<file path="config.mk">
export PLATFORM = sky130hd
export DESIGN_NAME = ifetch_data_stage
export DESIGN_NICKNAME = d
export VERILOG_FILES = /design/src/logic/ifetch_pkg.sv /design/src/logic/ifetch_data_stage.sv
export VERILOG_INCLUDE_DIRS = /design/src /design/src/logic
export SDC_FILE = /design/constraint.sdc
export NUM_CORES = 2
export LEC_CHECK = 0
export ABC_AREA = 1
export BUFFER_PORTS_ARGS = -buffer_cell sky130_fd_sc_hd__clkbuf_2
export CAP_MARGIN = 10
export CORE_AREA = 2 2 598 600
export CTS_BUF_LIST = sky130_fd_sc_hd__clkbuf_16
export CTS_CLUSTER_DIAMETER = 50
export DETAILED_ROUTE_END_ITERATION = 10
export DIE_AREA = 0 0 600 602
export MAX_ROUTING_LAYER = met4
export SLEW_MARGIN = 20
export SYNTH_ARGS = -nofsm -noshare
export SYNTH_HDL_FRONTEND = slang
export SYNTH_SLANG_ARGS = --single-unit
</file>
<file path="constraint.sdc">
create_clock -name clk -period 3.9 [get_ports clk]
set_input_delay 0.585 -clock clk [delete_from_list [all_inputs] [get_ports clk]]
set_output_delay 0.585 -clock clk [all_outputs]
set_load 0.03 [all_outputs]
</file>
<file path="src/logic/ifetch_defs.svh">
//--------------------
// Sizing constants for the instruction fetch front end.
// Include this header wherever one of the macros is used.
//--------------------
`ifndef IFETCH_DEFS_SVH
`define IFETCH_DEFS_SVH

// Hardware threads sharing the fetch unit
`define THREADS 4

// Instruction cache geometry
`define WAYS 2
`define SETS 16
`define LINE_WORDS 4

// Thread t starts at RESET_PC + t * THREAD_PC_STRIDE
`define RESET_PC 32'h0000_0100
`define THREAD_PC_STRIDE 32'h0000_1000

`endif

</file>
<file path="src/logic/ifetch_pkg.sv">
//--------------------
// Shared types of the fetch front end.
// Modules refer to them as ifetch_pkg::name.
//--------------------
`include "ifetch_defs.svh"

package ifetch_pkg;
    localparam int WORD_BITS = $clog2(`LINE_WORDS);
    localparam int LINE_ADDR_BITS = 30 - WORD_BITS;
    localparam int LINE_BITS = `LINE_WORDS * 32;

    typedef logic [$clog2(`THREADS)-1:0] thread_idx_t;
    typedef logic [`THREADS-1:0] thread_bitmap_t;
    typedef logic [$clog2(`WAYS)-1:0] way_idx_t;
    typedef logic [$clog2(`SETS)-1:0] set_idx_t;
    typedef logic [LINE_ADDR_BITS - $bits(set_idx_t) - 1:0] cache_tag_t;

    typedef struct packed {
        cache_tag_t tag;
        set_idx_t set_idx;
        logic [WORD_BITS-1:0] word_idx;
        logic [1:0] byte_off;
    } fetch_fields_t;

    // Same 32 bits, seen either as a plain address or split for cache lookup
    typedef union packed {
        logic [31:0] raw;
        fetch_fields_t fields;
    } fetch_addr_t;

    typedef struct packed {
        logic requested;
        thread_idx_t thread;
        fetch_addr_t pc;
        cache_tag_t [`WAYS-1:0] tags;
        logic [`WAYS-1:0] valids;
    } tag_result_t;

    typedef struct packed {
        logic valid;
        thread_idx_t thread;
        logic [LINE_ADDR_BITS-1:0] line_addr;
    } miss_report_t;

    typedef struct packed {
        logic en;
        set_idx_t set;
        way_idx_t way;
        cache_tag_t tag;
        logic [LINE_BITS-1:0] data;
    } line_fill_t;

    typedef struct packed {
        logic valid;
        thread_idx_t thread;
        logic [31:0] pc;
        logic [31:0] instruction;
    } fetch_out_t;
endpackage

</file>
<file path="src/logic/ifetch_data_stage.sv">
//--------------------
// Fetch data stage. Compares tags, reads the hit word into
// the output register and reports misses to the fill unit.
//--------------------
`timescale 1ns/1ps
`include "ifetch_defs.svh"

module ifetch_data_stage
(
    input  logic                     clk,
    input  logic                     reset,
    input  ifetch_pkg::tag_result_t  tag_in,
    input  ifetch_pkg::line_fill_t   fill,
    input  logic                     redirect_en,
    input  ifetch_pkg::thread_idx_t  redirect_thread,
    output ifetch_pkg::miss_report_t miss,
    output ifetch_pkg::fetch_out_t   fetch_out
);
    // Word i of a line sits at bits [32*i +: 32]
    logic [ifetch_pkg::LINE_BITS-1:0] line_mem [`WAYS][`SETS];

    logic [`WAYS-1:0] way_hit;
    ifetch_pkg::way_idx_t hit_way;
    logic hit;
    logic kill;
    logic [ifetch_pkg::LINE_BITS-1:0] hit_line;
    logic [31:0] hit_word;

    logic out_valid_r;
    ifetch_pkg::thread_idx_t out_thread_r;
    logic [31:0] out_pc_r;
    logic [31:0] out_instr_r;

    always_comb
    begin
        hit_way = '0;
        for (int w = 0; w < `WAYS; w++)
        begin
            way_hit[w] = tag_in.valids[w] && tag_in.tags[w] == tag_in.pc.fields.tag;
            if (way_hit[w])
                hit_way = ifetch_pkg::way_idx_t'(w);
        end
    end

    assign hit = |way_hit;

    // Redirect in the same cycle drops this thread's instruction
    assign kill = redirect_en && redirect_thread == tag_in.thread;

    assign hit_line = line_mem[hit_way][tag_in.pc.fields.set_idx];
    assign hit_word = hit_line[tag_in.pc.fields.word_idx * 32 +: 32];

    assign miss = '{
        valid: tag_in.requested && !hit && !kill,
        thread: tag_in.thread,
        line_addr: tag_in.pc.raw[31 -: ifetch_pkg::LINE_ADDR_BITS]
    };

    always_ff @(posedge clk)
    begin
        if (fill.en)
            line_mem[fill.way][fill.set] <= fill.data;
    end

    always_ff @(posedge clk, posedge reset)
    begin
        if (reset)
            out_valid_r <= 1'b0;
        else
            out_valid_r <= tag_in.requested && hit && !kill;
    end

    always_ff @(posedge clk)
    begin
        out_thread_r <= tag_in.thread;
        out_pc_r <= tag_in.pc.raw;
        out_instr_r <= hit_word;
    end

    assign fetch_out = '{
        valid: out_valid_r,
        thread: out_thread_r,
        pc: out_pc_r,
        instruction: out_instr_r
    };

    // Fill unit must never place one line in two ways of a set
    single_way_hit: assert property (@(posedge clk) disable iff (reset)
        tag_in.requested |-> $onehot0(way_hit));
endmodule

</file>
Word level (Yosys, flattened, before mapping) --
Memory sizes are Yosys's and may differ from the RTL's. Index checks and enable logic that the tools add are counted.
Storage, ports and cells: register bits after elaboration 67, latch bits 0, memory bits (writable) 4096, memory bits (read-only) 0, memories kept 1
Operators by class: $add $sub $neg 0, multipliers 0, div/mod/pow operators 0, order comparisons 3, equality and inequality tests 3, shift operators 1, muxes and demuxes 8, bitwise logic cells 2, reduce and logical (&&, ||, !) cells 11
Memory list:
- line_mem | words 2, bits a word 2048, rd ports 1, clocked after memory_dff 0, wr ports 1, line ifetch_data_stage.sv:20 | logic [ifetch_pkg::LINE_BITS-1:0] line_mem [`WAYS][`SETS];
Operators by type and width (number):
- 2-to-1 mux 2048 bit | 1
- binary-select mux 128 bit (select 4 bit) | 1
- demux 128 bit (select 4 bit) | 1
- 2-to-1 mux 128 bit | 3
- indexed part select 128 x 8 -> 32 bit | 1
- == test 24 bit | 2
- greater-or-equal comparator 5 bit, second input constant | 2
- inverter 4 -> 5 bit | 2
- logical AND 1 bit | 8
- less-than comparator 5 x 1 -> 1 bit, second input constant | 1
- == test 2 bit | 1
- zero test 1 bit | 2
- 2-to-1 mux 1 bit | 2
- OR reduction 2 bit | 1

Depth between registers and ports, before layout --
An unclocked memory read counts as a cell.
depth after elaboration 8, mapped depth 20, depth with buffers taken out 17

Worst setup path before layout --
OpenSTA, ideal clock, no wires.
path type input to register, start point in fill[152] in the netlist's numbering, end point mem line_mem[1][640] in the netlist's numbering (enable), library setup time 0.772 ns, arrival 9.864 ns, path slack -6.735 ns, stages on the path 4, buffers on the path 2, cell sequence clkbuf_1 > inv_1 > clkbuf_1 > nor3_1
RTL lines:
- start: declaration | line ifetch_data_stage.sv:13 | input ifetch_pkg::line_fill_t fill,
- end: declaration | line ifetch_data_stage.sv:20
Straight into the memory's write port.

==> impl_metrics.py <==
metrics = {
    "setup_path": {
        "critPathKind": "input port to output port",
        "critPathMaxFanout": 24,
        "end_kind": "output port",
        "worstPathArrival_ns": 3.08,
        "worstRegToRegCells": 9,
        "required_ns": 3.31,
        "critPathLaunch": "tag_in[68]",
        "r2r-start": "line_mem[1][629]",
        "start_kind": "input port",
    },
    "grt": {
        "grt_overflow": 0,
        "grt_pass1_vias": 106000,
        "antenna_found_initial": 58,
        "grt_max_degree": 132,
        "grt_pass1_wl_um": 748000,
        "grt_use_total_pct": 29.3,
    },
    "synth": {
        "synth_top_family_by_area": "simple AND/OR/NAND/NOR gates",
        "synth_fp_nets": 13800,
        "synth_seq_area_share_pct": 74.9,
        "ys_ff_latch": 4163,
        "synthSimpleGateAreaFrac_pct": 21.8,
        "synth_edf_count": 4096,
        "syn_inst": 13500,
        "syn-cell-area_um2": 166000,
        "synth-xor-area-share_pct": 0.0527,
        "ys_types": 29,
        "synth_compound_area_share_pct": 0.172,
        "synth_fa_ha_area_share_pct": 0,
        "synth_warnings": 0,
        "avgSynthCellArea_um2": 12.3,
        "synth_mux_area_share_pct": 0,
        "ys_dominant_reg_cell": "edfxtp_1",
        "synthArstFlopShare_pct": 0.0240,
    },
    "worst_hold_path": {
        "min_path_type": "input port to flop",
        "hold-path-cell-count": 2,
        "hold_start": "tag_in[52]",
    },
    "floorplanning": {
        "top_level_ports": 346,
        "die_w_um": 600,
        "initial_core_util_pct": 46.8,
        "core-area_um2": 355000,
        "rows": 219,
        "die_area_um2": 361000,
        "die_y_um": 602,
    },
    "power_and_ir_drop": {
        "switching_share_pct": 22.1,
        "p_leak_nw": 68.1,
        "combPwrFrac_pct": 4.6,
        "power_mw": 96.8,
        "clockPowerShare_pct": 43.8,
        "vdd_drop_max_uv": 439,
        "p_per_area_nw_per_um2": 504,
        "p_seq_share_pct": 51.6,
        "internal_power_mw": 75.4,
        "p_sw_mw": 21.4,
    },
    "clock_network": {
        "cts_max_path_buffers": 4,
        "cts-root-buf": "clkbuf_16",
        "h-tree-depth": 5,
        "post_cts_buffers": 0,
        "cts_tree": "built",
        "cts.sinks": 4163,
        "clk_pin_slew_ns": 0.06,
        "worstSkewPairLatency_ns": 1.02,
        "cts_made_buffers": 451,
    },
    "route": {
        "wl_met2_um": 246000,
        "wl_per_cell_um": 27.1,
        "drc": 0,
        "firstDrtPassIters": 6,
        "vias_per_cell": 5.84,
        "wirelength_um": 520000,
        "ant_nets": 0,
        "via_count": 112000,
        "wl_met3_um": 46600,
        "topRoutingLayerUsed": "met4",
        "m1WireLength_um": 207000,
        "drt_iter0_markers": 14500,
    },
    "final_layout": {
        "syn_to_final_growth_pct": 15.6,
        "most-common-layout-cells": "4154 x nand2_1, 4096 x edfxtp_1, 4067 x nand3_1",
        "nets": 14200,
        "drive_gt1_share_pct": 11.4,
        "final_cell_area_um2": 192000,
        "layout_commonest_cell": "nand2_1",
    },
    "timing": {
        "fmaxAchievable_mhz": 273,
        "hold_viol": 0,
        "worst_pin_slew_ns": 1.08,
        "fin_crit_sh_pct": 94.0,
        "finalSetupViolCount": 0,
        "final-max-slew-violation-count": 0,
        "clock_skew_ns": 0.0882,
        "rsz0062_at_grt": "no",
        "finalCriticalPeriod_ns": 3.66,
        "slew_headroom_pct": 27.7,
    },
    "placement": {
        "portBuffers": 321,
        "hpwl_um": 278000,
        "place_congestion": 0.860,
        "placed_cell_area_um2": 177000,
    },
    "flow_run": {
        "cap_violations": 0,
    },
    "run_status": {
        "status": "finished, final reports clean",
    },
}
-- cells in the mapped netlist, types with 2 or more instances --
cell / instances / area [µm²]
a2111o_1: 2 / 22.5
a21oi_1: 2 / 10.0
a221oi_1: 3 / 26.3
buf_1: 153 / 574
buf_2: 243 / 1220
buf_4: 44 / 330
buf_6: 112 / 1260
clkbuf_1: 385 / 1450
dfxtp_1: 66 / 1320
edfxtp_1: 4096 / 123000
inv_1: 52 / 195
inv_2: 16 / 60.1
nand2_1: 4154 / 15600
nand2_2: 2 / 12.5
nand3_1: 4070 / 20400
nand4_1: 3 / 18.8
nor2_1: 42 / 158
nor2_2: 2 / 12.5
nor3_1: 18 / 90.1
o21ai_0: 36 / 180
o22ai_1: 6 / 37.5
xnor2_1: 8 / 70.1
xor2_1: 2 / 17.5
-- routing by layer --
metal	up-vias	global-route usage (%)
met2	5714	45.3
met3	1025	4.30
met5	-	-
met1	55700	39.5
met4	0	11.1
li1	49500	-
-- worst paths after layout --
check                                  end  slack (ns)
max                               miss[30]        0.24
min                            out_pc_r[2]        0.09
max reg2reg                out_instr_r[21]        1.98
min reg2reg                 out_instr_r[0]        0.84
max in group asynchronous      out_valid_r        3.26
min in group asynchronous      out_valid_r        0.55
-- power groups by stage --
stage          clock, mW  combinational [mW]  sequential (mW)
2_1_floorplan          0                1.87             50.9
3_3_place_gp           0                4.38             50.8
3_5_place_dp           0                4.41             50.9
4_1_cts             42.8                4.45             49.9
5_1_grt             44.6                4.77             49.9
6_report            42.4                4.50             49.9
-- worst max-delay path, stage by stage --
cell and delay [ns]:
dlygate4sd3_1 0.56, clkbuf_2 0.13, xnor2_1 0.28, nand2_1 0.08, nor2_1 0.19, nand3_2 0.18, nor2_4 0.22, buf_12 0.20
buf_6 0.25, a21oi_1 0.11, inv_1 0.07, nor2_1 0.03, clkbuf_2 0.18
-- registers in the layout, indices dropped and copies added (netlist names) --
signal,flops
line_mem,4096
out_thread_r,2
out_instr_r,32
out_pc_r,32
out_valid_r,1
-- final cells by class --
type | instances | area (µm²)
Sequential cell | 4163 | 124000
Clock buffer | 455 | 11400
Clock inverter | 394 | 3480
Antenna cell | 36 | 90.1
Tap cell | 4751 | 5940
Multi-Input combinational cell | 8354 | 37000
Fill cell | 29100 | 163000
Timing Repair Buffer | 956 | 9390
Inverter | 69 | 312
-- cells by family (layout without fill, tap and decap cells) --
logic type | after synthesis | in the layout
xor+xnor | 10 | 10
other cells | 0 | 36
flops | 4163 | 4163
simple gates | 8294 | 8294
compound gates | 50 | 50
buf+inv | 1006 | 1874
-- what timing repair did --
| action | 4_1_cts | 5_1_grt |
|---|---|---|
| endpoints found under the hold margin | 32 | 0 |
| hold buffers | 34 | 0 |
| setup endpoints to repair | 0 | 2 |
| gates resized for setup | 0 | 2 |
-- stage by stage --
| stage | instances | hold slack (ns) | setup TNS [ns] | utilization (%) | setup slack [ns] |
|---|---|---|---|---|---|
| after detailed placement | 18300 | 0.402 | -0.164 | 49.8 | -0.164 |
| after floorplan | 13500 | 0.314 | -2219.82 | - | -0.996 |
| final | 19200 | 0.0864 | 0 | 54.1 | 0.235 |
| after global routing | 19200 | 0.0377 | 0 | 54.1 | 0.0563 |
| after global placement | 18300 | 0.403 | -0.203 | 49.8 | -0.203 |
| after CTS | 19100 | 0.0131 | 0 | 54.1 | 0.148 |
No activity file was read; power rests on OpenSTA's default activity.
